--- config.mk ---
export PLATFORM = sky130hd
export DESIGN_NAME = cacheArray
export DESIGN_NICKNAME = d
export VERILOG_FILES = /design/src/source/cacheGeometryPkg.sv /design/src/source/cacheArray.sv
export SDC_FILE = /design/constraint.sdc
export NUM_CORES = 1
export LEC_CHECK = 0
export BUFFER_PORTS_ARGS = -buffer_cell sky130_fd_sc_hd__buf_2
export CORE_MARGIN = 1.5
export CORE_UTILIZATION = 30
export CTS_CLUSTER_DIAMETER = 40
export CTS_CLUSTER_SIZE = 16
export DETAILED_ROUTE_END_ITERATION = 10
export PLACE_DENSITY = 0.47
export SLEW_MARGIN = 10
export SYNTH_ARGS = -nofsm -noshare
export SYNTH_HDL_FRONTEND = slang
export SYNTH_SLANG_ARGS = --single-unit
--- constraint.sdc ---
create_clock -name clk -period 7.6 [get_ports clk]
set_input_delay 1.52 -clock clk [delete_from_list [all_inputs] [get_ports clk]]
set_output_delay 1.52 -clock clk [all_outputs]
set_load 0.01 [all_outputs]
--- src/source/cacheGeometryPkg.sv ---
package cacheGeometryPkg;

    // A byte address. The low three bits select a byte inside the word.
    typedef logic [63:0] addrT;

    // One data word. It is also one cache line.
    typedef logic [63:0] dataT;

    // Byte enables of a store. Bit n covers bits 8n+7 down to 8n.
    typedef logic [7:0] maskT;

    // Address bits 63..5.
    typedef logic [58:0] tagT;

    // Address bits 4..3 select the set.
    typedef logic [1:0] indexT;

    typedef logic wayT;

    localparam int numSets = 4;
    localparam int numWays = 2;

endpackage

--- src/source/cacheArray.sv ---
`timescale 1ns/10ps

module cacheArray (
    input  logic                   clk,
    input  logic                   rst,
    input  cacheGeometryPkg::addrT lookupAddress,
    output logic                   hit,
    output cacheGeometryPkg::dataT hitData,
    input  logic                   fillEnable,
    input  cacheGeometryPkg::dataT fillData,
    input  logic                   storeEnable,
    input  cacheGeometryPkg::dataT storeData,
    input  cacheGeometryPkg::maskT storeMask
);
    import cacheGeometryPkg::*;

    dataT lineData [numWays][numSets];
    tagT  lineTag [numWays][numSets];
    logic lineValid [numWays][numSets];
    wayT  victim [numSets];

    tagT                lookupTag;
    indexT              setIndex;
    logic [numWays-1:0] wayMatch;
    wayT                hitWay;
    wayT                fillWay;

    assign lookupTag = lookupAddress[63:5];
    assign setIndex = lookupAddress[4:3];

    always_comb begin
        for (int w = 0; w < numWays; w++) begin
            wayMatch[w] = lineValid[w][setIndex] && (lineTag[w][setIndex] == lookupTag);
        end
    end

    // A tag can live in only one way of a set, so at most one bit of wayMatch is set.
    assign hit = |wayMatch;
    assign hitWay = wayT'(wayMatch[1]);
    assign hitData = hit ? lineData[hitWay][setIndex] : '0;

    // Empty ways are used before anything is evicted.
    always_comb begin
        if (!lineValid[0][setIndex]) begin
            fillWay = 1'b0;
        end else if (!lineValid[1][setIndex]) begin
            fillWay = 1'b1;
        end else begin
            fillWay = victim[setIndex];
        end
    end

    always_ff @(posedge clk) begin
        if (fillEnable) begin
            lineData[fillWay][setIndex] <= fillData;
            lineTag[fillWay][setIndex] <= lookupTag;
        end else if (storeEnable && hit) begin
            for (int b = 0; b < $bits(maskT); b++) begin
                if (storeMask[b]) begin
                    lineData[hitWay][setIndex][8*b +: 8] <= storeData[8*b +: 8];
                end
            end
        end
    end

    // After a fill the victim pointer names the other way of the set.
    always_ff @(posedge clk) begin
        if (rst) begin
            for (int s = 0; s < numSets; s++) begin
                for (int w = 0; w < numWays; w++) begin
                    lineValid[w][s] <= 1'b0;
                end
                victim[s] <= 1'b0;
            end
        end else if (fillEnable) begin
            lineValid[fillWay][setIndex] <= 1'b1;
            victim[setIndex] <= ~fillWay;
        end
    end

endmodule

== After elaboration in Yosys (flattened, before gate mapping) ==
Memories as Yosys holds them, arrays and structs flattened.
Cells that the tools add are included.
Word-level totals
  flip-flop bits (word level): 0
  RAM bits: 996
  input bits: 204
  output and inout port bits: 65
  logic and storage cells: 3691
  memories kept: 4
Cells by class
  magnitude comparators: 2
  equality and inequality tests: 2
  multiplexer cells: 1881
  bitwise logic cells: 1794
  reductions and logical operators: 8
Memory list
  lineData: depth 2, bits a word 256, read ports 1, clocked after Yosys merged registers in 0, wr ports 1, line cacheArray.sv:17  | dataT lineData [numWays][numSets];
  lineTag: depth 2, bits a word 236, read ports 2, clocked after Yosys merged registers in 0, wr ports 1, line cacheArray.sv:18  | tagT lineTag [numWays][numSets];
  lineValid: depth 2, bits a word 4, read ports 2, clocked after Yosys merged registers in 0, wr ports 2, line cacheArray.sv:19  | logic lineValid [numWays][numSets];
  victim: depth 4, bits a word 1, read ports 1, clocked after Yosys merged registers in 0, wr ports 4, line cacheArray.sv:20  | wayT victim [numSets];
Operators by type and width (number)
  $mux 256: 11
  $mux 1: 1832
  $or 1x1->1: 1792
  $demux 64 s2: 9
  $mux 64: 5
  $mux 59: 5
  $reduce_or 256->1: 1
  $bmux 59 s2: 2
  $mux 236: 1
  $bmux 64 s2: 1
  $demux 59 s2: 1
  $eq 59x59->1: 2
  $mux 56: 1
  $mux 48: 1
  $mux 40: 1
  $mux 32: 1
  $mux 24: 1
  $mux 16: 1
  $mux 4: 3
  $mux 8: 1
  $bmux 1 s2: 2
  $logic_and 1x1->1: 4
  $reduce_or 4->1: 1
  $ge 3x3->1 const B: 1
  7 further kinds: 7

== Longest topological paths before layout ==
  depth after elaboration: 20
  gate-level depth with buffers: 15
  mapped depth without buffers: 8

== Worst setup path before layout ==
OpenSTA, ideal clock, no wires.
  path type: input -> register
  start point: in lookupAddress[3]
  end point: mem lineTag[0][0] (netlist bit) (enable)
  setup time: 478 ps
  arrival: 6045 ps
  required time: 7122 ps
  path slack: 1077 ps
  cell stages on the path: 12
  path buffers: 9
  cells stage by stage: buf_2 buf_6 buf_6 buf_6 buf_6 buf_4 buf_4 buf_4 buf_1 and2_1 nand2_1 nor2_1
Between the ends
  word-level cells in the longest chain between the ends: 6
  elaborated cells on any way between the ends: 16
  those cells by class: 2 x order compare; 11 x mux; 1 x bitwise; 1 x reduce/logical; 1 x memory
Ends and longest elaborated chain
  start: declaration: line cacheArray.sv:6  | input cacheGeometryPkg::addrT lookupAddress,
  $not 2->3 (implied by the code): line cacheArray.sv:44, cacheArray.sv:46, cacheArray.sv:56
  $ge 3x3->1 (implied by the code) (tied with other cells): line cacheArray.sv:56  | lineTag[fillWay][setIndex] <= lookupTag;
  $logic_and 1x1->1 (implied by the code) / $mux 1 (equally long branches): line cacheArray.sv:56, cacheArray.sv:46
  $mux 59 (implied by the code) / $mux 1 (equally long branches): line cacheArray.sv:56, cacheArray.sv:46
  $demux 59 s2 / $mux 1 (equally long branches): line cacheArray.sv:56, cacheArray.sv:46
  $mux 236 (implied by the code) / $mux 1 (equally long branches): line cacheArray.sv:56, cacheArray.sv:44
  end: declaration: line cacheArray.sv:18
Several ways; a longest one is shown, not always the timed one. The select of a mux whose other input is x is not followed.

== Final worst setup path ==
  start point: in lookupAddress[4]
  end point: out hitData[2]
Between the ends
  word-level cells in the longest chain between the ends: 11
  elaborated cells on any way between the ends: 23
  those cells by class: 2 x eq/ne; 16 x mux; 1 x bitwise; 3 x reduce/logical; 1 x memory
Ends and longest elaborated chain
  $not 2->3 (implied by the code) *: line cacheArray.sv:33, cacheArray.sv:40
  $bmux 59 s2: line cacheArray.sv:33  | wayMatch[w] = lineValid[w][setIndex] && (lineTag[w][setIndex] == lookupTag);
  $mux 59 (implied by the code) (2 in a row): line cacheArray.sv:33
  $eq 59x59->1: line cacheArray.sv:33
  $logic_and 1x1->1: line cacheArray.sv:33
  $mem_v2 2x256
  $bmux 64 s2: line cacheArray.sv:40  | assign hitData = hit ? lineData[hitWay][setIndex] : '0;
  $mux 64 (implied by the code) (2 in a row): line cacheArray.sv:40
  $mux 64 *: line cacheArray.sv:40
  end: declaration: line cacheArray.sv:8  | output cacheGeometryPkg::dataT hitData,
Mark *: on every way between the ends. The rest lies on a longest branch, timed or not. The select of a mux whose other input is x is not followed.

==> impl_metrics.env <==
export IMPL_postSynthCellCount=1893
export IMPL_maxSlewHeadroom_pct=24.0
export IMPL_dp_cells=3957
export IMPL_root_buffer="clkbuf_16"
export IMPL_timing_hold_ws_ns=0.466
export IMPL_worstPathArrival_ns=5.20
export IMPL_syn_num_nets=2097
export IMPL_synth_area_top_cells="edfxtp_1, mux4_2, mux2_2"
export IMPL_synth_cell_types=52
export IMPL_core_area_mm2=0.132
export IMPL_max_cap_violations=0
export IMPL_num_vias=19655
export IMPL_p_leak_nw=16.5
export IMPL_crit_type="in -> out"
export IMPL_finalCritPeriodShare_pct=88.4
export IMPL_synth_seq_cells=996
export IMPL_tns_ns=0
export IMPL_setup_viol=0
export IMPL_area_growth_pct=23.5
export IMPL_cts_buffers=144
export IMPL_p_comb_share_pct=4.8
export IMPL_synth_simple_area_share_pct=3.04
export IMPL_first_global_vias=21337
export IMPL_finalHoldViolCount=0
export IMPL_viasPerCell=4.65
export IMPL_hp_start="lineValid[1][2]"
export IMPL_p_clk_share_pct=49.8
export IMPL_synth_top_family_by_area="multiplexers"
export IMPL_ff_latch_area_mm2=0.0298
export IMPL_yosysMostFrequentCell="edfxtp_1"
export IMPL_yosys_area_top_type_share_pct=74.1
export IMPL_period_minus_slack_ns=6.72
export IMPL_p_int_mw=10.6
export IMPL_synth_mux_area_share_pct=17.8
export IMPL_synth_xor_area_share_pct=2.41
export IMPL_hpwl_um=59400
export IMPL_clk_latency_ns=0.76
export IMPL_fin_skew_ns=0.0561
export IMPL_cts_max_path_buffers=3
export IMPL_async_reset_ff_share_pct=0
export IMPL_rsz0062_at_grt="false"
export IMPL_io_buffers=265
export IMPL_r2r_setup_slack_ns=3.21
export IMPL_synth_edf_count=988
export IMPL_die_w_um=368
export IMPL_r2r_start="lineTag[0][77]"
export IMPL_r2r_cells=11
export IMPL_grt_overflow_total=0
export IMPL_cts_hold_buf=0
export IMPL_slew_viol_final=0
export IMPL_dieHeight_um=368
export IMPL_first_pass_iters=4
export IMPL_ys_seq_area_share_pct=74.5
export IMPL_row_count=133
export IMPL_synth_area_leader_cell="edfxtp_1"
export IMPL_antenna_found_initial=21
export IMPL_synth_fa_ha_area_share_pct=0
export IMPL_cp_required_ns=6.08
export IMPL_drt_iter0_markers=1333
export IMPL_yosysWarnings=0
export IMPL_initial_utilization_pct=30.3
export IMPL_clk_pin_slew_ns=0.05
export IMPL_die_area_mm2=0.136
export IMPL_r2r_end="lineData[1][199]"
export IMPL_tightest_slew_ns=1.13
export IMPL_grt_pass1_wl_um=141000
export IMPL_worstSetupStartpointType="input pin"
export IMPL_utilization_pct=37.4
export IMPL_synth_common_cells="edfxtp_1, mux4_2, mux2_2"
export IMPL_fmax_mhz=149
export IMPL_postRouteAntennaNets=0
export IMPL_hold_path_depth=2
export IMPL_multiInputGateArea_mm2=0.00979
export IMPL_design_area_mm2=0.0494
export IMPL_clkSinkCount=996
export IMPL_wirelength_um=95400
export IMPL_swShare_pct=22.1
export IMPL_grt_max_degree=87
export IMPL_nets=2552
export IMPL_cts_tree="yes"
export IMPL_cp_end_kind="output pin"
export IMPL_synth_compound_area_share_pct=1.02
export IMPL_fillers=12078
export IMPL_syn_area_mm2=0.0400
export IMPL_ir_worst_vdd_mv=0.224
export IMPL_status="finished, final reports clean"
export IMPL_min_path_type="reg -> reg"
export IMPL_dpl_cell_area_mm2=0.0443
export IMPL_drive_above_1_share_pct=41.2
export IMPL_grt_use_total_pct=14.2
export IMPL_crit_path_max_fanout=66
export IMPL_avgSynthCellArea_um2=21.1
export IMPL_p_per_area_mw_per_mm2=276
export IMPL_cts_resized=0
export IMPL_place_congestion=0.732
export IMPL_fin_cells=4226
export IMPL_hold_end="lineValid[1][2]"
export IMPL_ios=269
export IMPL_drc_errors=0
export IMPL_pwr_share_seq_pct=45.4
export IMPL_power_switching_mw=3.01
export IMPL_wl_per_cell_um=22.6
export IMPL_post_cts_setup_buffer_count=0
export IMPL_htreeDepth=4
export IMPL_synthFlopType="edfxtp_1"
cells in the final DEF, fill, tap and decap left out, drive strengths merged, types with 2 or more instances in the layout:
master,count
clkinvlp,9
o32ai,2
nor2b,2
buf,393
a2bb2oi,2
bufinv,16
a221oi,4
o211ai,2
edfxtp,988
mux2i,36
nand3,11
nor4,11
nand4,22
or3,2
and2,68
inv,35
dfxtp,8
xnor2,82
diode,4
mux2,135
o221a,3
nand2b,8
clkinv,57
nor2,88
o21ai,7
clkbuf,158
or2,3
and3,3
nand2,12
mux4,233
a21oi,19
xor2,28
o22ai,2
o2111ai,4
nor3,3
critical path, cell delays in order:
cell and delay, ns:
buf_8 0.41, mux4_2 0.41, xnor2_1 0.48, nand4_1 0.19
nor4_1 0.36, nand4_1 0.22, buf_4 0.22, nor4_2 0.37
buf_12 0.35, and2_1 0.20, mux2_2 0.20, buf_2 0.15
worst max path at each step:
stage | startpoint | end | slack, ns | depth (start not counted)
floorplan | lookupAddress[3] | lineTag[0][0] | 1.08 | 12
global route | lookupAddress[4] | hitData[58] | 0.63 | 13
finish | lookupAddress[4] | hitData[2] | 0.88 | 12
global placement | lookupAddress[3] | hitData[27] | 0.73 | 14
CTS | lookupAddress[4] | hitData[2] | 0.76 | 14
detailed placement | lookupAddress[4] | hitData[2] | 0.78 | 14
power groups by stage:
stage / Sequential [mW] / Clock [mW] / Combinational, mW
after floorplan: 6.30 / 0 / 0.389
after detailed placement: 6.30 / 0 / 0.676
after CTS: 6.19 / 6.97 / 0.679
final: 6.19 / 6.80 / 0.656
after global routing: 6.20 / 7.19 / 0.720
after global placement: 6.30 / 0 / 0.665
final cells by class:
class	instances	area share (%)
Sequential cell	996	60.4
Multi-Input combinational cell	803	19.8
Clock buffer	158	7.53
Timing Repair Buffer	393	5.05
Tap cell	1755	4.44
Clock inverter	107	2.72
Inverter	10	0.0760
Antenna cell	4	0.0203
metal layers:
| metal | vias up | wire [um] | track usage (%) |
|---|---|---|---|
| met5 | - | 142 | 0 |
| met4 | 22 | 1860 | 3.93 |
| met3 | 158 | 5740 | 3.87 |
| met2 | 517 | 46900 | 23.7 |
| met1 | 10221 | 40700 | 18.2 |
| li1 | 8737 | - | - |
flip-flops by register name (all words and copies together), names as in the netlist:
| register | flops |
|---|---|
| lineData | 512 |
| lineValid | 8 |
| lineTag | 472 |
| victim | 4 |
through the flow:
stage               total power, mW  setup slack [ns]
detailed placement             6.98             0.781
global placement               6.96             0.728
finish                         13.6             0.883
CTS                            13.8             0.763
global route                   14.1             0.631
floorplan                      6.69              1.08
kinds of logic after synthesis:
kind of cell              Yosys count
DFF                               996
muxes                             404
and+or+nand+nor                   236
xor gates and xnor gates          110
buffers and inverters              94
AOI/OAI and AO/OA                  53
Power figures use the tool's default switching activity.
