File: src/source/cacheGeometryPkg.sv
package cacheGeometryPkg;

    // A byte address. The low three bits select a byte inside the word.
    typedef logic [63:0] addrT;

    // One data word. It is also one cache line.
    typedef logic [63:0] dataT;

    // Byte enables of a store. Bit n covers bits 8n+7 down to 8n.
    typedef logic [7:0] maskT;

    // Address bits 63..5.
    typedef logic [58:0] tagT;

    // Address bits 4..3 select the set.
    typedef logic [1:0] indexT;

    typedef logic wayT;

    localparam int numSets = 4;
    localparam int numWays = 2;

endpackage

File: src/source/memoryTimingPkg.sv
package memoryTimingPkg;

    // Main memory holds 256 words, addressed by byte address bits 10..3.
    localparam int memDepth = 256;

    typedef logic [7:0] memAddrT;

    typedef logic [3:0] latencyT;

    // Cycles from the start of an access until its data may be used.
    localparam latencyT readLatency = 4'd4;
    localparam latencyT writeLatency = 4'd3;

endpackage

File: src/source/cacheController.sv
`timescale 1ns/10ps

module cacheController (
    input  logic                     clk,
    input  logic                     rst,
    input  logic                     reqValid,
    output logic                     reqReady,
    input  logic                     reqWrite,
    input  cacheGeometryPkg::addrT   reqAddress,
    input  cacheGeometryPkg::dataT   reqWriteData,
    input  cacheGeometryPkg::maskT   reqMask,
    output logic                     respValid,
    input  logic                     respReady,
    output cacheGeometryPkg::dataT   respData,
    input  logic                     hit,
    input  cacheGeometryPkg::dataT   hitData,
    output cacheGeometryPkg::addrT   lookupAddress,
    output logic                     fillEnable,
    output cacheGeometryPkg::dataT   fillData,
    output logic                     storeEnable,
    output cacheGeometryPkg::dataT   storeData,
    output cacheGeometryPkg::maskT   storeMask,
    output logic                     timerStart,
    output memoryTimingPkg::latencyT timerDuration,
    input  logic                     timerDone,
    output logic                     memReadEnable,
    output logic                     memWriteEnable,
    output memoryTimingPkg::memAddrT memAddress,
    output cacheGeometryPkg::dataT   memWriteData,
    output cacheGeometryPkg::maskT   memMask,
    input  cacheGeometryPkg::dataT   memReadData
);
    import cacheGeometryPkg::*;
    import memoryTimingPkg::*;

    typedef enum logic [2:0] {
        idle,
        lookup,
        memRead,
        fill,
        respond,
        memWrite
    } ctrlStateT;

    ctrlStateT state;
    ctrlStateT nextState;
    logic      accept;
    logic      writeReg;
    addrT      addressReg;
    dataT      writeDataReg;
    maskT      maskReg;
    dataT      respDataReg;

    assign reqReady = (state == idle);
    assign accept = reqValid && reqReady;
    assign respValid = (state == respond);
    assign respData = respDataReg;

    assign lookupAddress = addressReg;
    assign storeData = writeDataReg;
    assign storeMask = maskReg;
    assign memAddress = addressReg[10:3];
    assign memWriteData = writeDataReg;
    assign memMask = maskReg;
    assign fillData = memReadData;

    // Every memory access starts in lookup. Stores also update a hitting line here.
    assign memReadEnable = (state == lookup) && !writeReg && !hit;
    assign memWriteEnable = (state == lookup) && writeReg;
    assign storeEnable = memWriteEnable;
    assign timerStart = memReadEnable || memWriteEnable;
    assign timerDuration = writeReg ? writeLatency : readLatency;
    assign fillEnable = (state == fill);

    always_comb begin
        nextState = state;
        case (state)
            idle:     if (accept) nextState = lookup;
            lookup: begin
                if (writeReg) begin
                    nextState = memWrite;
                end else if (hit) begin
                    nextState = respond;
                end else begin
                    nextState = memRead;
                end
            end
            memRead:  if (timerDone) nextState = fill;
            fill:     nextState = respond;
            respond:  if (respReady) nextState = idle;
            memWrite: if (timerDone) nextState = idle;
            default:  nextState = idle;
        endcase
    end

    always_ff @(posedge clk) begin
        if (rst) begin
            state <= idle;
        end else begin
            state <= nextState;
        end
    end

    always_ff @(posedge clk) begin
        if (accept) begin
            writeReg <= reqWrite;
            addressReg <= reqAddress;
            writeDataReg <= reqWriteData;
            maskReg <= reqMask;
        end
    end

    // The response word is captured once and held through back-pressure.
    always_ff @(posedge clk) begin
        if (state == lookup && !writeReg && hit) begin
            respDataReg <= hitData;
        end else if (state == fill) begin
            respDataReg <= memReadData;
        end
    end

endmodule

File: config.mk
export PLATFORM = sky130hd
export DESIGN_NAME = cacheController
export DESIGN_NICKNAME = d
export VERILOG_FILES = /design/src/source/cacheGeometryPkg.sv /design/src/source/memoryTimingPkg.sv /design/src/source/cacheController.sv
export SDC_FILE = /design/constraint.sdc
export NUM_CORES = 1
export LEC_CHECK = 0
export BUFFER_PORTS_ARGS = -buffer_cell sky130_fd_sc_hd__buf_2
export CORE_AREA = 3 3 240 242
export CTS_CLUSTER_DIAMETER = 200
export DETAILED_ROUTE_END_ITERATION = 12
export DIE_AREA = 0 0 243 245
export PLACE_DENSITY = 0.43
export REMOVE_ABC_BUFFERS = 1
export SLEW_MARGIN = 5
export SYNTH_ARGS = -nofsm -noshare
export SYNTH_HDL_FRONTEND = slang
export SYNTH_SLANG_ARGS = --single-unit
File: constraint.sdc
create_clock -name clk -period 10.3 [get_ports clk]
set_input_delay 3.09 -clock clk [delete_from_list [all_inputs] [get_ports clk]]
set_output_delay 3.09 -clock clk [all_outputs]
set_load 0.03 [all_outputs]
Word-level counts from Yosys, hierarchy flattened
Index checks and enable logic that the tools add are counted.

word-level totals
  register bits after elaboration = 204
  ROM bits = 0
  output and inout port bits = 355
  memories kept = 0
  logic and storage cells = 36
  bits in writable memories = 0
  bits in latches = 0

cells by class
  add/sub/neg operators = 0
  magnitude comparators = 0
  bitwise logic cells = 0
  reduce and logical (&&, ||, !) cells = 11
  div/mod/pow operators = 0
  muxes and demuxes = 10
  equality and inequality tests = 9
  multipliers = 0
  shift-type cells = 0

operator list
  kind                                                                     number
  64-bit 2-to-1 mux                                                        2
  3-bit 2-to-1 mux                                                         7
  3-bit case mux with 6 select lines                                       1
  3-bit by 2-bit == test with 1-bit output, second input constant          2
  3-bit == test, second input constant                                     2
  1-bit logical AND                                                        5
  2-bit by 1-bit inequality test with 1-bit output, second input constant  2
  2-bit inequality test, second input constant                             2
  4-bit AND reduction                                                      1
  3-bit by 1-bit == test with 1-bit output, second input constant          1
  3-bit zero test                                                          1
  1-bit zero test                                                          2
  2-bit nonzero test                                                       1
  1-bit logical OR                                                         1

Depth between registers and ports, before layout
Gate-level depths: netlist (run 1).

  depth after elaboration = 4
  gate-level depth with buffers = 7

Least setup slack after synthesis (run 1)
Ideal clock, no wire load.

  path kind = input to output
  start point = input port hit
  end point = output port memReadEnable
  stages = 1
  slack = 3.439 ns
  required time = 7.210 ns
  data arrival time = 3.771 ns
  cell sequence = nor3_1

between the ends
  cells in the longest elaborated chain, start to end = 2

ends and longest elaborated chain
  element             RTL line               source
  start: declaration  cacheController.sv:15  input logic hit,
  1-bit zero test     cacheController.sv:68  assign memReadEnable = (state == lookup) && !writeReg && !hit;
  1-bit logical AND   cacheController.sv:68
  end: declaration    cacheController.sv:26  output logic memReadEnable,

Every way passes these cells.

Worst setup path after layout (run 1)
  start point = input port hit
  end point = output port timerStart

between the ends
  cells in the longest elaborated chain, start to end = 3

ends and longest elaborated chain
  element            RTL line               source
  1-bit zero test    cacheController.sv:68
  1-bit logical AND  cacheController.sv:68
  1-bit logical OR   cacheController.sv:71  assign timerStart = memReadEnable || memWriteEnable;
  end: declaration   cacheController.sv:23  output logic timerStart,

Every way passes these cells.

==> results.md, run 1 <==
* Avg Cell Area, Syn at 18.5 µm²
* Register bit total from synthesis at about 200
* Largest family of logic cells by synthesized area: buffers and inverters
* Setup Crit Path Kind: input pin to primary output
* Post-Route WL at 33800 µm
* Post-Synth Adder-Cell Area at 0
* Synth area leader: edfxtp_1
* Routed Antenna Nets at 0
* P_sw at 820 µW
* Post-Syn Area at 8420 µm²
* Unrepaired setup endpoints after global routing: false
* CP max FO at 3
* Final #Nets at 1220
* Ys async rst share at 0
* Clk_lat worst skew at 0.54 ns
* Drt wl/cell at 19.7 µm
* Sink Count at between 200 and 250
* CP dominant cell by count: buf_2
* DRC violations left at 0
* Worst min path class: register to register
* # setup viols final at 0
* Count leader, synth: edfxtp_1
* Yosys warns at 0
* Multiplexer area fraction after synthesis at 0.110
* First-pass DRT Iterations at 4
* Arrival @ worst endpoint at 3.70 ns
* Initial core utilization at 0.152
* Relative slew slack at 0.365
* Worst Tran Pin Value at 0.953 ns
* Synth-to-Final Area Change at 44.3%
* Sw Share at 0.319
* Die Area at 59500 µm²
* Clock power share at 0.355
* Final HPWL DP at 28500 µm
* Inserted Diodes at 0
* Synth Area in Compound Gates at 0.00580
* Ys flop type: edfxtp_1
* Largest net degree at the start of global routing at 73
* Core area at 55300 µm²
* Vias at 5621
* CTS resizes at 0
* Final hold violation count at 0
* Fmax at approximately 150 MHz
* Gr busiest metal: met2
* Height of the die at 245 µm
* Vias in the first global route at just under 6000
* PwrDens at 212 nW/µm²
* CP max stage delay at about 0.26 ns
* Worst Setup End Kind: primary output
* Clk buf depth at 3
* Number of post-CTS setup repair buffers at 0
* GRT overflow at 0
* WP data required at about 7 ns
* Shortest period the worst path allows at 6.79 ns
* Count of input and output buffers at 624
* Synth Area in XOR/XNOR at 0
* Combinational Power Share at 0.230
* Cell Rows at 86
* CP max stage cell: nor2b_1
* CTS clock-pin slew for the worst setup and hold paths at 0.06 ns
* Fin. max-slew vios at 0
* CP Launch Type: input pin
* Core Util, Final at 0.220
* Initial antenna violation count at 4
* Cell variety after synth at 28
* Largest cells by area after synthesis: edfxtp_1, buf_4, mux2_4, mux2_2, buf_6
* GR Util met1 at 0.107
* CTS tree: yes
* Initial DRC Count at 202
* Share of cells above drive strength 1 at 0.766
* Gr usage total at 0.106
* Sequential power share at 0.414
* TNS Setup at 0 ns
* Worst VDD drop at roughly 0.098 mV
* Number of CTS-inserted buffers at 24
* Hold_buf cts at 0
* Routability cong. at 0.854
* EDFF count, synth at 201
* Synth top area share at 0.717
* Simple-gate share of the synthesized area at 0.0147
* Cells along the critical path: buf_2 > nor2b_1 > nor2_1 > buf_2
* P_int at 1.75 mW
* Die Span X at around 240 µm
* Period utilization at 0.659
* Status: complete, no violations
* Global-route track usage on met3 at 0.0406
* Pleak at 5.42 nW
* Met2 usage at 0.196
* Via density at 3.28
* Filler cells at 5963
* Post-synthesis sequential area ratio at 0.724
* Max-cap violations at 0
* # H-tree levels at 1
* Syn Inst Count at approximately 450
* Global-route wire length before repair at 44600 µm
* Root Driver: clkbuf_16
* Top cells by count, synth: edfxtp_1, buf_4, mux2_4, mux2_2, buf_6
* Final worst clock skew at ~0.008 ns
* # IOs at 626
## flip-flops by register name (all words and copies together) (netlist names)
name and flops:
lookupAddress 64, memWriteData 64, respData 64, memMask 8
state 3, writeReg 1
## power groups by stage
stage               logic, mW  registers, mW  clock network [mW]
floorplan               0.103           1.31                   0
global placement        0.611           1.08                   0
detailed placement      0.609           1.08                   0
CTS                     0.610           1.07               0.955
global route            0.626           1.07               0.986
finish                  0.592           1.06               0.913
## worst max-delay path: cells and delay by family
family	cells	cell delay, ns
and+or+nand+nor	2	0.33
buffers and inverters	2	0.28
## cells in the final DEF (no fill, tap or decap), types with 2 or more instances in the layout
| master | count |
|---|---|
| buf_2 | 624 |
| buf_4 | 3 |
| bufinv_16 | 5 |
| clkbuf_16 | 25 |
| clkinv_1 | 4 |
| clkinv_2 | 7 |
| clkinvlp_4 | 2 |
| dfxtp_1 | 3 |
| edfxtp_1 | 201 |
| mux2_2 | 15 |
| mux2_4 | 49 |
| nor2_1 | 2 |
| nor3_1 | 5 |
| nor3b_1 | 2 |
## metal layers
| layer | vias up | wire length [µm] |
|---|---|---|
| li1 | 2508 | - |
| met1 | 2653 | 11600 |
| met2 | 408 | 17400 |
| met3 | 46 | 3620 |
| met4 | 6 | 1150 |
| met5 | - | 38 |
## worst paths after layout
kind             from           endpoint  slack (ns)  cells past startpoint
max               hit         timerStart        3.51                      4
min          state[0]           state[0]        0.62                      2
min reg2reg  state[0]           state[0]        0.62                      2
max reg2reg  state[2]  lookupAddress[27]        7.51                      3
## cells by family after synthesis
kind of cell / after synthesis
AO/OA/AOI/OAI: 5
buffers and inverters: 160
flip-flops: 204
multiplexers: 66
other: 1
AND/OR/NAND/NOR: 18
## per-stage QoR
step | cells | setup WS [ns] | instance area, µm² | hold WS (ns) | power, mW
floorplan | 296 | 3.17 | 7210 | 0.561 | 1.42
global placement | 1671 | 3.51 | 11300 | 0.606 | 1.69
detailed placement | 1671 | 3.51 | 11300 | 0.616 | 1.69
CTS | 1714 | 3.50 | 12100 | 0.626 | 2.63
global route | 1714 | 3.46 | 12100 | 0.669 | 2.69
finish | 1714 | 3.51 | 12100 | 0.622 | 2.57
## final cells by class
cell class	count	area, µm²	area share
timing repair buffer	627	3150	0.259
tap	748	936	0.0771
inverter	2	7.51	0.000618
clock inverter	18	215	0.0177
clock buffer	25	626	0.0515
multi-input combinational	90	1120	0.0923
sequential	204	6100	0.502
Power figures use the tool's default switching activity.
==> inputs of run 2 (changes only) <==
Settings changed: CORE_AREA 3 3 240 242 to 3 3 241 243, DIE_AREA 0 0 243 245 to 0 0 244 246.
Clock period 10.3 ns to 7 ns, I/O delays scaled along.
==> run 2 against run 1 <==
Against the previous run: cell area up 1.4%; non-clock buffer count unchanged; core utilization about the same; combinational power up 48%; clock power up 68%; cell count up 0.88%; flip-flop and latch count unchanged; largest power group unchanged.
==> results.md, run 2 (synthesized netlist as in run 1, its figures left out) <==
* Pleak at 5.49 nW
* Combinational Power Share at 0.220
* Period utilization at 0.687
* Vias at 5740
* CTS tree: yes
* Synth-to-Final Area Change at 46.3%
* First-pass DRT Iterations at 4
* Worst min path class: register to register
* Worst R2R Path Depth at 5
* Initial antenna violation count at 6
* Post-Route WL at 35000 µm
* Clk_lat worst skew at 0.54 ns
* DRC violations left at 0
* Number of CTS-inserted buffers at 26
* WP data required at 4.90 ns
* Hold path depth at 2
* Worst Setup End Kind: primary output
* Initial DRC Count at 149
* Final worst clock skew at 0.0161 ns
* Worst R2R End: respData[23]
* Reg2reg start: state[0]
* Fin. max-slew vios at 0
* Finished Layout Cells at about 1700
* Worst VDD drop at 0.147 mV
* Vias in the first global route at ~6000
* TNS Setup at 0 ns
* Core area at 56200 µm²
* Fmax at 208 MHz
* Routed Antenna Nets at 0
* CP max FO at 3
* Largest net degree at the start of global routing at roughly 120
* Arrival @ worst endpoint at approximately 2.7 ns
* P_sw at 1.23 mW
* Unrepaired setup endpoints after global routing: false
* PwrDens at 323 nW/µm²
* Die Span X at 244 µm
* Placed insts at about 1700
* Routability cong. at 0.896
* Final hold violation count at 0
* GRT overflow at 0
* CTS clock-pin slew for the worst setup and hold paths at 0.05 ns
* Min-delay src: state[0]
* Sink Count at 204
* Clk buf depth at 3
* Hold path endpoint: state[0]
* Worst Tran Pin Value at 0.816 ns
* CTS resizes at 0
* Setup Crit Path Kind: input pin to primary output
* Sw Share at 0.309
* Register-to-register setup slack at between 4 and 5 ns
* Number of post-CTS setup repair buffers at 0
* Status: complete, no violations
* Sequential power share at 0.395
* Via density at 3.32
* Most frequent cells in the layout: buf_2, edfxtp_1, mux2_4, clkbuf_16, mux2_2
* Relative slew slack at 0.456
* Share of cells above drive strength 1 at 0.764
* Commonest non-fill, non-tap cell in the layout: buf_2
* Drt wl/cell at 20.3 µm
* Root Driver: clkbuf_16
* Shortest period the worst path allows at 4.81 ns
* Clock power share at 0.385
* # setup viols final at 0
* # IOs at roughly 630
* Final #Nets at 1222
* Initial core utilization at 0.150
* Height of the die at approximately 250 µm
* # H-tree levels at 1
* Final HPWL DP at about 30000 µm
* P_int at between 2 and 3 mW
* Global-route wire length before repair at 46000 µm
* Hold_buf cts at 0
* Gr usage total at 0.108
* CP Launch Type: input pin
* Filler cells at 6062
* Hold slack at 0.634 ns
* Cell Rows at 87
* Max-cap violations at 0
* Count of input and output buffers at 624
* Die Area at 60000 µm²
[run 2: cell count changes in the layout (fill, tap and decap cells not counted), sizes merged]
cell	delta
diode	+2
bufinv	+3
inv	+2
clkinvlp	-1
clkinv	-3
clkbuf	+4
[run 2: worst max-delay path by stage]
stage,start,endpoint,slack [ns]
after CTS,hit,timerStart,2.19
final,hit,timerStart,2.19
after floorplan,hit,respData[0],0.86
after global routing,hit,timerStart,2.15
after detailed placement,hit,timerStart,2.19
after global placement,hit,timerStart,2.20
[run 2: area by class of cell]
type	count	area [µm²]	share of cell area
antenna	2	5.00	0.000406
clock buffer	29	683	0.0555
clock inverter	19	299	0.0243
inverter	2	7.51	0.000610
multi-input combinational	90	1120	0.0910
sequential	204	6100	0.495
tap	756	946	0.0768
timing repair buffer	627	3160	0.256
[run 2: layer usage]
layer,share of wire,up-vias,global-route usage
li1,-,2510,-
met5,0,-,0
met2,0.52,407,0.205
met4,0.023,0,0.0327
met1,0.37,2779,0.117
met3,0.087,44,0.0294
[run 2: metrics by stage]
| stage | setup slack [ns] | power (mW) | area (µm²) | util |
|---|---|---|---|---|
| final | 2.19 | 3.97 | 12300 | 0.219 |
| after global routing | 2.15 | 4.14 | 12300 | 0.219 |
| after CTS | 2.19 | 4.07 | 12300 | 0.219 |
| after detailed placement | 2.19 | 2.50 | 11300 | 0.202 |
| after global placement | 2.20 | 2.50 | 11300 | 0.202 |
| after floorplan | 0.865 | 2.09 | 7210 | - |
[run 2: critical path, stage by stage]
cell and delay [ns]:
buf_2 0.10, nor2b_1 0.26, nor2_1 0.07, buf_2 0.18
[run 2: power by group through the flow]
stage	sequential [mW]	combinational [mW]	clock, mW
5_1_grt	1.58	0.925	1.64
6_report	1.57	0.875	1.53
3_3_place_gp	1.59	0.904	0
3_5_place_dp	1.60	0.899	0
2_1_floorplan	1.93	0.151	0
4_1_cts	1.57	0.902	1.59
