==> config.mk <==
export PLATFORM = sky130hd
export DESIGN_NAME = latencyTimer
export DESIGN_NICKNAME = d
export VERILOG_FILES = /design/src/source/memoryTimingPkg.sv /design/src/source/latencyTimer.sv
export SDC_FILE = /design/constraint.sdc
export NUM_CORES = 1
export LEC_CHECK = 0
export BUFFER_PORTS_ARGS = -buffer_cell sky130_fd_sc_hd__buf_2
export CORE_AREA = 4 4 41 43
export DETAILED_ROUTE_END_ITERATION = 12
export DIE_AREA = 0 0 45 47
export GPL_TIMING_DRIVEN = 0
export PLACE_DENSITY = 0.35
export SETUP_SLACK_MARGIN = 0.3
export SLEW_MARGIN = 20
export SYNTH_ARGS = -nofsm -noshare
export SYNTH_HDL_FRONTEND = slang
export SYNTH_SLANG_ARGS = --single-unit
==> constraint.sdc <==
create_clock -name clk -period 1.6 [get_ports clk]
set_input_delay 0.08 -clock clk [delete_from_list [all_inputs] [get_ports clk]]
set_output_delay 0.08 -clock clk [all_outputs]
set_load 0.01 [all_outputs]
==> src/source/memoryTimingPkg.sv <==
package memoryTimingPkg;

    // Main memory holds 256 words, addressed by byte address bits 10..3.
    localparam int memDepth = 256;

    typedef logic [7:0] memAddrT;

    typedef logic [3:0] latencyT;

    // Cycles from the start of an access until its data may be used.
    localparam latencyT readLatency = 4'd4;
    localparam latencyT writeLatency = 4'd3;

endpackage

==> src/source/latencyTimer.sv <==
`timescale 1ns/10ps

module latencyTimer (
    input  logic                     clk,
    input  logic                     rst,
    input  logic                     start,
    input  memoryTimingPkg::latencyT duration,
    output logic                     done
);
    import memoryTimingPkg::*;

    latencyT count;
    logic    busy;

    assign busy = (count != '0);

    // The count is loaded on start and runs down to zero. The done pulse
    // comes on the edge where it reaches zero.
    always_ff @(posedge clk) begin
        if (rst) begin
            count <= '0;
            done <= 1'b0;
        end else if (busy) begin
            count <= count - 1'b1;
            done <= (count == latencyT'(1));
        end else begin
            done <= 1'b0;
            if (start) begin
                count <= duration;
            end
        end
    end

endmodule

# Word-level counts from Yosys, hierarchy flattened
# Index checks and enable logic that the tools add are counted.
# totals
register_bits	5
inputBits	7
out_inout_bits	1
word_cells	10
# op_classes
add_sub_neg	1
eq_ne	1
mux	2
n_bitwise	1
reduce_logical	3
# ops
cell	n
$mux 4	2
$eq 4x1->1 const B	1
$reduce_bool 4->1	1
$sub 4x1->4 const B	1
$reduce_bool 2->1	1
$reduce_or 2->1	1
$not 1->1	1

# Longest topological paths before layout
# Gate-level depths: netlist of the first run.
# logic_depth
word_depth	3
depth_mapped	5
ltp_nobuf	5

# Worst setup path after synthesis of the first run
# No wires, ideal clock.
# synth_timing
path_type	register to register
startpoint	register count[0]
endpoint	register count[1]
setup_time_ns	0.125
arrival_time_ns	1.253
required_time_ns	1.475
setup_slack_ns	0.222
path_stages_with_launch	6
n_path_buf	0
period_less_slack_ns	1.378
cell_sequence	dfxtp_1 inv_1 ha_1 or3b_4 a211oi_1 a211oi_1
# synth_between
elab_chain_len	2
elab_cells_between_ends	4
cone_classes	add/sub (1); mux (1); reduce/logical (2)
# synth_rtl
element	line_no	source
start, declared	latencyTimer.sv:12	latencyT count;
start signal, assigned	latencyTimer.sv:24	count <= count - 1'b1;
start signal, assigned	latencyTimer.sv:29	count <= duration;
$sub 4x1->4 or $reduce_bool 4->1 (tied branches)	latencyTimer.sv:24, latencyTimer.sv:15	
$mux 4 or $reduce_bool 2->1 (tied branches)	-	
# Several ways; a longest one is shown, not always the timed one.
# A chain may end at the register's enable or synchronous reset.

# Final worst setup path of the first run
# layout_timing
startpoint	register count[0]
endpoint	register count[0]
# Same word-level chain as after synthesis.

==> results of run 1 <==
==> layer usage <==
metal / up-vias / share of wire, % / wire [microns] / GRT usage, %
met5: - / 0 / 0 / 0
met4: 0 / 0.65 / 4 / 8.77
met3: 2 / 7.8 / 48 / 3.07
met2: 8 / 48 / 293 / 10.5
met1: 124 / 44 / 270 / 7.52
li1: 138 / - / - / -
==> power breakdown <==
group	leakage (nW)	switching (mW)	total, mW	internal, mW
clock network	0.0150	0.0535	0.148	0.0944
registers	0.0421	0.0495	0.231	0.182
logic	0.108	0.160	0.361	0.201
total	0.165	0.263	0.740	0.477
==> critical path: cells and delay by family, from the launching register on <==
kind                     cells  cell delay [ns]
AO/OA/AOI/OAI                1             0.19
adder cells (fa/ha/maj)      1             0.12
buffers and inverters        1             0.06
flip-flops                   1             0.34
AND/OR/NAND/NOR              2             0.47
==> what timing repair did <==
| action | CTS | global route |
|---|---|---|
| endpoints found under the setup margin | 2 | 1 |
| resized for setup | 3 | 1 |
| pin swaps | 4 | 0 |
| cloned | 0 | 0 |
| buffers inserted | 3 | 0 |
==> flip-flops by register name, summed over array words and instances, names as in the netlist <==
register and flops:
count 4, done 1
==> metrics by stage <==
stage | total power, mW | hold slack [ns] | util [%]
after floorplan | 0.471 | 0.149 | -
after global placement | 0.539 | 0.322 | 26.3
after detailed placement | 0.541 | 0.329 | 26.3
after CTS | 0.743 | 0.0669 | 30.7
after global routing | 0.803 | 0.0800 | 31.1
final | 0.740 | 0.0657 | 31.1
==> synthesized netlist by cell type <==
cell type,count
dfxtp_1,5
a211oi_1,3
a21oi_1,3
nor3_1,3
ha_1,2
inv_1,2
nand2_1,2
nor2_1,2
nor2b_1,2
o21a_1,2
a221oi_1,1
nand2b_1,1
or2_0,1
or3b_1,1
or3b_4,1
==> kinds of logic after synthesis <==
family / share of synthesized area (%)
simple gates: 27.9
compound gates: 22.8
flops: 37.2
buf+inv: 2.79
fa+ha+maj: 9.30
==> layout make-up <==
class / count / area, sq um
Fill cell: 146 / 897
Multi-Input combinational cell: 24 / 189
Sequential cell: 5 / 105
Timing Repair Buffer: 10 / 57.6
Clock buffer: 4 / 26.3
Tap cell: 15 / 18.8
Inverter: 2 / 7.51
==> worst max path at each step <==
stage,to,slack (ns),cells past startpoint
after CTS,count[0],0.29,5
after global placement,count[0],0.23,5
final,count[0],0.31,5
after floorplan,count[0],0.30,5
after detailed placement,count[0],0.20,5
after global routing,count[0],0.26,5
==> out/qor.txt, run 1 <==
outcome: complete, no violations
First-pass DRT Iterations: 1
Layout Cell Area excl Fill: 404 sq um
ordered list of cells on the worst path: inv_2 -> ha_4 -> or3b_4 -> a211oi_2 -> nor3_2
Post-Place Worst Slack: 0.201 ns
Die ar.: 0.00212 sq mm
Num Clock Sinks: 5
Vias: 272
Maximum Capacitance Violations: 0
critical register-to-register path startpoint: count[0]
upper clock frequency limit: 0.774 GHz
number of antenna violations at the first check in global routing: 0
startpoint of the worst setup timing path: count[0]
top cells by area, synth: dfxtp_1, ha_1, a211oi_1
initial standard-cell utilization of the core: 20.7%
power density relative to cell area: 1830 mW/mm^2
required time worst endpoint: 1.73 ns
horizontal die dimension: 45 microns
worst min-delay path class: in2reg
top library cells by usage in the layout, fill and taps aside: buf_2, a21oi_1, clkbuf_4, dfxtp_1, buf_4
smallest setup slack after layout: 0.308 ns
total wire length after detailed routing: 616 microns
vias in the first global route: 235
CTS Root Buffer Type: clkbuf_4
transition at the pin with the smallest max-transition slack: 0.242 ns
Final TNS setup: 0 ns
layout overhead on the synthesized area: 50.2%
gr usage total: 7.35%
fraction of the cycle the final worst path needs: 80.8%
maximum vdd drop: 0.000521 V
row count: 13
remaining number of nets flagged by the antenna check after routing: 0
Chip Height: 47 microns
slowest cell on the critical path: or3b_4
remaining routing DRC violations: 0
unrepaired setup endpoints after global routing: yes
Via-to-Cell Ratio: 4.53
worst r2r dst: count[0]
Routed WL per cell: 10.3 microns
number of nets in the final layout: 55
critical path endpoint category: register
number of antenna cells inserted: 0
share of final-layout standard cells stronger than drive strength 1: 48.9%
Layout Cells excl Fill: 60
Arr. time, crit path: 1.42 ns
static leakage power: 0.165 nW
depth of the most critical reg-to-reg path: 5
CTS H-Tree Depth: 1
clock network latency to the later pin of the worst-skew pair: 0.24 ns
Avg Inst Size Synth: 8.68 sq um
placement-stage cell area: 342 sq um
violation count after the first detailed-routing iteration: 0
dominant cell type by area after synthesis: dfxtp_1
CP Class: reg2reg
number of setup violations in the final report: 0
Post-CTS Hold Fix Bufs: 0
setup skew after layout: 0.0000946 ns
clock-pin slew of the registers on the worst-case setup and hold paths: 0.04 ns
placed cell count: 53
start point of the worst hold path: rst
worst hold stages: 2
part of the Yosys area used for sequential elements: 37.2%
worst slew slack as a fraction of its limit: 83.9%
Slew Viols, Final: 0
clock period minus final worst setup slack: 1.29 ns
Seq cells post-synth: 5
warnings from Yosys: 0
cells after synthesis: 31
pin count of the biggest net entering global routing: 7
last weighted congestion value of the routability-driven placer: 0.638
combined area of all synthesized cells: 269 sq um
TritonCTS clock tree: yes
PortBufs: 7
critical-path maximum fanout: 4
wire length of the first global-routing pass: 1010 microns
Core Area: 0.00130 sq mm
kind of start point of the critical path: register
net count of the mapped netlist: 40
Final Hold Vio Count: 0
number of buffers on the longest clock path: 2
I/O pin cnt: 8
Yosys top cell area share: 37.2%
worst reg-to-reg setup slack: 0.31 ns
Hold EP: count[0]
total grt overflow: 0
clock buffer count from CTS: 3
biggest cell delay along the critical path: 0.40 ns
most common library cell in the layout ignoring fill and taps: buf_2
count of cell types in the netlist: 15
(Power assumes the default switching activity.)
==> run 2, diff against run 1 <==
--- a/config.mk
+++ b/config.mk
@@ -5,12 +5,13 @@
 export SDC_FILE = /design/constraint.sdc
 export NUM_CORES = 1
 export LEC_CHECK = 0
+export ABC_AREA = 1
 export BUFFER_PORTS_ARGS = -buffer_cell sky130_fd_sc_hd__buf_2
 export CORE_AREA = 4 4 41 43
 export DETAILED_ROUTE_END_ITERATION = 12
 export DIE_AREA = 0 0 45 47
 export GPL_TIMING_DRIVEN = 0
-export PLACE_DENSITY = 0.35
+export PLACE_DENSITY = 0.37
 export SETUP_SLACK_MARGIN = 0.3
 export SLEW_MARGIN = 20
 export SYNTH_ARGS = -nofsm -noshare
==> constraint.sdc (replaced) <==
create_clock -name clk -period 1.32 [get_ports clk]
set_input_delay 0.066 -clock clk [delete_from_list [all_inputs] [get_ports clk]]
set_output_delay 0.066 -clock clk [all_outputs]
set_load 0.01 [all_outputs]
==> run 2 against run 1 <==
Setup slack lost 0.0088 ns. Die area unchanged. Clock power grew 18%. Synthesized cell count rose by 52%. Core utilization increased by 5.5 points. Maximum frequency is 27% higher. Power rose by 64%. Critical path type unchanged. Critical endpoint is now count[3].
==> out/qor.txt, run 2 <==
cell with the most instances after synthesis: nand2_1
clock buffer count from CTS: 3 (unchanged)
upper clock frequency limit: 0.980 GHz (+27%)
remaining number of nets flagged by the antenna check after routing: 0 (unchanged)
unrepaired setup endpoints after global routing: yes
most common library cell in the layout ignoring fill and taps: nand2_1
pin count of the biggest net entering global routing: 8 (+1)
clock period minus final worst setup slack: 1.02 ns (-0.271 ns)
largest register by flop count: count
Commonest cells post-synth: nand2_1, nor2_1, inv_1, dfxtp_1, nand3_1
fraction of the cycle the final worst path needs: 77.3% (-3.4 points)
vias in the first global route: 290 (+23%)
top cells by area, synth: dfxtp_1, nand2_1, nor2_1
warnings from Yosys: 0 (unchanged)
PortBufs: 7 (unchanged)
Filler Cell Count: 159 (+8.9%)
predominant post-synthesis flop cell: dfxtp_1
number of buffers on the longest clock path: 2 (unchanged)
Vias: 341 (+25%)
part of the Yosys area used for sequential elements: 34.0% (-3.2 points)
row count: 13 (unchanged)
violation count after the first detailed-routing iteration: 3 (+3)
wire length of the first global-routing pass: 1120 microns (+12%)
Core Area: 0.00130 sq mm (unchanged)
Layout Cell Area excl Fill: 475 sq um (+18%)
placement-stage cell area: 360 sq um (+5.5%)
depth of the most critical reg-to-reg path: 8 (+3)
remaining routing DRC violations: 0 (unchanged)
outcome: complete, no violations
clock network latency to the later pin of the worst-skew pair: 0.24 ns (about the same)
Final Hold Vio Count: 0 (unchanged)
Hold Slack: 0.0761 ns (+0.0103 ns)
Seq cells post-synth: 5 (unchanged)
Die ar.: 0.00212 sq mm (unchanged)
worst hold stages: 3 (+1)
worst r2r dst: count[3]
critical-path maximum fanout: 7 (+3)
power density relative to cell area: 2550 mW/mm^2 (+39%)
total grt overflow: 0 (unchanged)
start point of the worst hold path: duration[2]
CP Class: reg2reg
combined area of all synthesized cells: 294 sq um (+9.3%)
Simple-Gate Fraction of Synth Area: 41.3% (+13 points)
transition at the pin with the smallest max-transition slack: 0.229 ns (-0.0134 ns)
critical register-to-register path startpoint: count[0]
critical path endpoint category: register
Compound-Gate Fraction of Synth Area: 7.23% (-16 points)
number of nets in the final layout: 76 (+38%)
Post-Place Worst Slack: 0.193 ns (-0.00814 ns)
utilization after layout: 36.5% (+5.5 points)
Routed WL per cell: 9.12 microns (-11%)
Slew Viols, Final: 0 (unchanged)
Global Route met2 Usage: 13.3% (+2.8 points)
dominant cell type by area after synthesis: dfxtp_1
post-synthesis xor/xnor area fraction: 0% (unchanged)
last weighted congestion value of the routability-driven placer: 0.675 (+5.8%)
fraction of met3 tracks used by global routing: 4.60% (+1.5 points)
fraction of synthesized area in multiplexers: 0% (unchanged)
Via-to-Cell Ratio: 4.21 (-7.1%)
First-pass DRT Iterations: 4 (+3)
number of setup violations in the final report: 0 (unchanged)
gr usage total: 7.81% (+0.46 points)
peak-usage layer in the global routing report: met2
worst reg-to-reg setup slack: 0.30 ns (about the same)
Num Clock Sinks: 5 (unchanged)
biggest cell delay along the critical path: 0.33 ns (-0.07 ns)
I/O pin cnt: 8 (unchanged)
dominant combinational cell family by area after synthesis: simple AND/OR/NAND/NOR gates
cells after synthesis: 47 (+52%)
initial standard-cell utilization of the core: 22.6% (+1.9 points)
top library cells by usage in the layout, fill and taps aside: nand2_1, nor2_1, buf_2, buf_4
number of antenna cells inserted: 0 (unchanged)
number of antenna violations at the first check in global routing: 0 (unchanged)
maximum vdd drop: 0.000910 V (+75%)
fraction of registers with async set/reset: 0% (unchanged)
Hold EP: count[2]
required time worst endpoint: 1.46 ns (-0.27 ns)
total wire length after detailed routing: 739 microns (+20%)
Yosys top cell area share: 34.0% (-3.2 points)
slowest cell on the critical path: dfxtp_2
smallest setup slack after layout: 0.299 ns (-0.00882 ns)
Maximum Capacitance Violations: 0 (unchanged)
Arr. time, crit path: 1.16 ns (-0.26 ns)
clock-pin slew of the registers on the worst-case setup and hold paths: 0.04 ns (about the same)
worst slew slack as a fraction of its limit: 84.7% (+0.87 points)
TritonCTS clock tree: yes
static leakage power: 0.244 nW (+48%)
fraction of the mapped netlist area in adder cells: 8.51% (-0.79 points)
kind of start point of the critical path: register
Post-DP HPWL: 544 microns
setup skew after layout: 0.00107 ns (+0.000976 ns)
CTS H-Tree Depth: 1 (unchanged)
layout overhead on the synthesized area: 61.7%
CTS Root Buffer Type: clkbuf_4
count of flip-flops with a built-in enable after synthesis: 0 (unchanged)
GR Util met1: 7.69% (+0.18 points)
ordered list of cells on the worst path: inv_2 -> ha_4 -> inv_2 -> nor2_4 -> nand2_1 -> nand2_1 -> nor2_1 -> nor2_1
net count of the mapped netlist: 56 (+40%)
share of final-layout standard cells stronger than drive strength 1: 43.9% (-4.9 points)
registers with the most flip-flops: count: 4 flops, done: 1 flops
Largest register FFs: 4 (unchanged)
worst min-delay path class: in2reg
Final TNS setup: 0 ns (unchanged)
horizontal die dimension: 45 microns (unchanged)
Chip Height: 47 microns (unchanged)
Avg Inst Size Synth: 6.26 sq um (-28%)
count of cell types in the netlist: 12 (-3)
[run 2: cell types whose count changed after synthesis, sizes merged, moves of 3 or more]
cell / previous run / this run
nand3: 0 / 4
nor2: 2 / 12
inv: 2 / 7
a211oi: 3 / 0
nor3: 3 / 0
nand2: 2 / 12
[run 2: cell families (layout without fill, tap and decap cells)]
family,after synthesis,after routing
adders and majority gates,2,2
buffers and inverters,7,26
DFF,5,5
AOI/OAI and AO/OA,4,4
and+or+nand+nor,29,29
[run 2: routing by layer]
| metal | vias to the layer above | routed length [microns] |
|---|---|---|
| li1 | 184 | - |
| met4 | 0 | 12 |
| met3 | 2 | 67 |
| met2 | 14 | 336 |
| met5 | - | 0 |
| met1 | 141 | 322 |
[run 2: area by class of cell]
| type | instances | area (sq um) | share of cell area (%) |
|---|---|---|---|
| inverter | 7 | 26.3 | 5.53 |
| tap | 15 | 18.8 | 3.95 |
| timing repair buffer | 15 | 97.6 | 20.5 |
| clock buffer | 4 | 26.3 | 5.53 |
| multi-input combinational | 35 | 203 | 42.6 |
| sequential | 5 | 104 | 21.8 |
[run 2: what timing repair did]
action,CTS,global route
pin swaps,5,5
hold buffers,1,0
endpoints found under the hold margin,1,0
setup endpoints to repair,3,3
gates resized for setup,4,8
buffers inserted,5,2
[run 2: how the worst max path moves through the flow]
stage / cells past startpoint / startpoint / to
after floorplan: 7 / count[0] / count[3]
after global placement: 7 / count[1] / count[2]
after detailed placement: 7 / count[1] / count[2]
after CTS: 7 / count[0] / count[3]
after global routing: 6 / count[0] / count[2]
final: 8 / count[0] / count[3]
[run 2: worst max-delay path: cells and delay by family, from the launching register on]
family                   cells  cell delay (ns)
buffers and inverters        2             0.12
AND/OR/NAND/NOR              5             0.27
flip-flops                   1             0.33
adder cells (fa/ha/maj)      1             0.19
[run 2: report_power, final]
part | switching, mW | internal [mW] | leakage, nW
clock | 0.0613 | 0.114 | 0.0150
sequential | 0.0680 | 0.223 | 0.0422
combinational | 0.379 | 0.368 | 0.187
total | 0.509 | 0.705 | 0.244
[run 2: stage by stage]
stage          power (mW)  std cells
3_5_place_dp        0.780         69
6_report             1.21         81
4_1_cts              1.10         79
5_1_grt              1.32         81
3_3_place_gp        0.792         69
2_1_floorplan       0.668         47
==> run 3, diff against run 2 <==
==> constraint.sdc (replaced) <==
create_clock -name clk -period 1.02 [get_ports clk]
set_input_delay 0.051 -clock clk [delete_from_list [all_inputs] [get_ports clk]]
set_output_delay 0.051 -clock clk [all_outputs]
set_load 0.01 [all_outputs]
==> run 3 against run 2 <==
The run now ends with setup timing left. Power rose by 33%. Maximum frequency is 1.3% lower. Die area unchanged. Flip-flop and latch count did not move. Clock-buffer cell count unchanged. Hold slack improved by 0.027 ns. Clock power up 26%. Critical path depth shrank 2. Sequential power is 31% higher. Global-route usage grew 1.2 points.
==> out/qor.txt, run 3 (synthesis results as in run 2) <==
pin count of the biggest net entering global routing: 8 (unchanged)
Post-Place Worst Slack: -0.0602 ns (-0.253 ns)
static leakage power: 0.249 nW (+2.1%)
share of final-layout standard cells stronger than drive strength 1: 46.3% (+2.3 points)
Switching Fraction: 41.5% (-0.42 points)
top library cells by usage in the layout, fill and taps aside: nand2_1, nor2_1, buf_4
remaining routing DRC violations: 0 (unchanged)
last weighted congestion value of the routability-driven placer: 0.661 (-2.1%)
net switching power: 668 uW (+31%)
clock-pin slew of the registers on the worst-case setup and hold paths: 0.04 ns (about the same)
Arr. time, crit path: 1.16 ns (about the same)
transition at the pin with the smallest max-transition slack: 0.221 ns (-0.00734 ns)
initial standard-cell utilization of the core: 22.6% (unchanged)
largest register by flop count: count
fraction of the cycle the final worst path needs: 101% (+24 points)
total power after layout: 1.61 mW (+33%)
outcome: complete, but fails checks
power density relative to cell area: 3300 mW/mm^2 (+29%)
CP Class: reg2reg
Slew Viols, Final: 0 (unchanged)
layout overhead on the synthesized area: 66.0%
critical path endpoint category: register
Largest register FFs: 4 (unchanged)
smallest setup slack after layout: -0.0149 ns (-0.314 ns)
CTS H-Tree Depth: 1 (unchanged)
CTS Root Buffer Type: clkbuf_4
Num Clock Sinks: 5 (unchanged)
clock network latency to the later pin of the worst-skew pair: 0.24 ns (about the same)
total wire length after detailed routing: 751 microns (+1.6%)
vias in the first global route: 359 (+24%)
worst slew slack as a fraction of its limit: 85.2% (+0.49 points)
Vias: 343 (+0.59%)
required time worst endpoint: 1.14 ns (-0.32 ns)
Chip Height: 47 microns (unchanged)
horizontal die dimension: 45 microns (unchanged)
First-pass DRT Iterations: 3 (-1)
clock network fraction of total power: 13.8% (-0.7 points)
total grt overflow: 0 (unchanged)
clock buffer count from CTS: 3 (unchanged)
Internal Dissipation: 941 uW (+34%)
TritonCTS clock tree: yes
critical-path maximum fanout: 7 (unchanged)
Final Hold Vio Count: 0 (unchanged)
number of antenna cells inserted: 0 (unchanged)
row count: 13 (unchanged)
PortBufs: 7 (unchanged)
remaining number of nets flagged by the antenna check after routing: 0 (unchanged)
setup skew after layout: 0.00170 ns (+0.000628 ns)
power share of the combinational group: 62.6% (+1.0 points)
I/O pin cnt: 8 (unchanged)
Post-DP HPWL: 546 microns (+0.26%)
area used by sequential logic in the layout: 104 sq um (unchanged)
sequential power share: 23.6% (-0.4 points)
gr usage total: 9.01% (+1.2 points)
unrepaired setup endpoints after global routing: yes
Via-to-Cell Ratio: 4.18 (-0.64%)
multi-input logic area: 205 sq um (+1.2%)
wire length of the first global-routing pass: 1320 microns (+18%)
Maximum Capacitance Violations: 0 (unchanged)
number of buffers on the longest clock path: 2 (unchanged)
registers with the most flip-flops: count: 4 flops, done: 1 flops
Filler Cell Count: 156 (-1.9%)
number of nets in the final layout: 77 (+1.3%)
Core Area: 0.00130 sq mm (unchanged)
clock period minus final worst setup slack: 1.03 ns (+0.0139 ns)
violations in the final reports: setup timing
most common library cell in the layout ignoring fill and taps: nand2_1
worst min-delay path class: in2reg
violation count after the first detailed-routing iteration: 4 (+1)
maximum vdd drop: 0.000886 V (-2.7%)
upper clock frequency limit: 0.966 GHz (-1.3%)
kind of start point of the critical path: register
number of setup violations in the final report: 1 (+1)
Die ar.: 0.00212 sq mm (unchanged)
number of antenna violations at the first check in global routing: 0 (unchanged)
Routed WL per cell: 9.16 microns (+0.38%)
[run 3: power groups by stage]
stage / Combinational, mW / Clock, mW / Sequential [mW]
6_report: 1.01 / 0.221 / 0.380
5_1_grt: 1.16 / 0.254 / 0.389
4_1_cts: 0.880 / 0.238 / 0.363
3_5_place_dp: 0.684 / 0 / 0.364
3_3_place_gp: 0.693 / 0 / 0.367
2_1_floorplan: 0.545 / 0 / 0.349
[run 3: path summary, 6_finish.rpt]
check / start / to / slack, ns / cells after the start
setup / recovery: count[1] / count[2] / -0.01 / 6
hold reg to reg: count[2] / count[1] / 0.61 / 3
hold / removal: duration[2] / count[2] / 0.10 / 3
setup reg to reg: count[1] / count[2] / -0.01 / 6
[run 3: worst max-delay path, stage by stage, from the launching register on]
cell and delay (ns):
dfxtp_2 0.31, inv_2 0.08, ha_4 0.19, buf_4 0.12, nor2_2 0.03, o22ai_1 0.13
nor2_1 0.06
[run 3: metal layers]
metal | vias up | wire (microns) | GRT usage, %
li1 | 186 | - | -
met1 | 147 | 331 | 8.66
met5 | - | 0 | 0
met4 | 0 | 0 | 1.75
met3 | 0 | 64 | 6.90
met2 | 10 | 355 | 15.5
[run 3: repair_timing]
item	CTS	global route
setup endpoints to repair	5	6
endpoints found under the hold margin	1	0
hold buffers	1	0
gates resized for setup	2	7
buffers inserted	6	2
pin swaps	7	5
cloned	0	0
[run 3: final cells by class]
cell class | count | share of cell area [%]
multi-input combinational | 35 | 42.1
timing repair buffer | 16 | 21.5
sequential | 5 | 21.3
inverter | 7 | 5.90
clock buffer | 4 | 5.38
tap | 15 | 3.85
[run 3: per-stage QoR]
step | hold slack [ns] | setup TNS (ns) | cells | instance area [sq um] | utilization, %
after global routing | 0.107 | -0.303 | 82 | 488 | 37.5
after floorplan | 0.113 | 0 | 47 | 312 | -
after detailed placement | 0.218 | -0.103 | 69 | 365 | 28.1
final | 0.103 | -0.0149 | 82 | 488 | 37.5
after CTS | 0.0786 | -0.0497 | 80 | 449 | 34.5
after global placement | 0.220 | -0.150 | 69 | 365 | 28.1
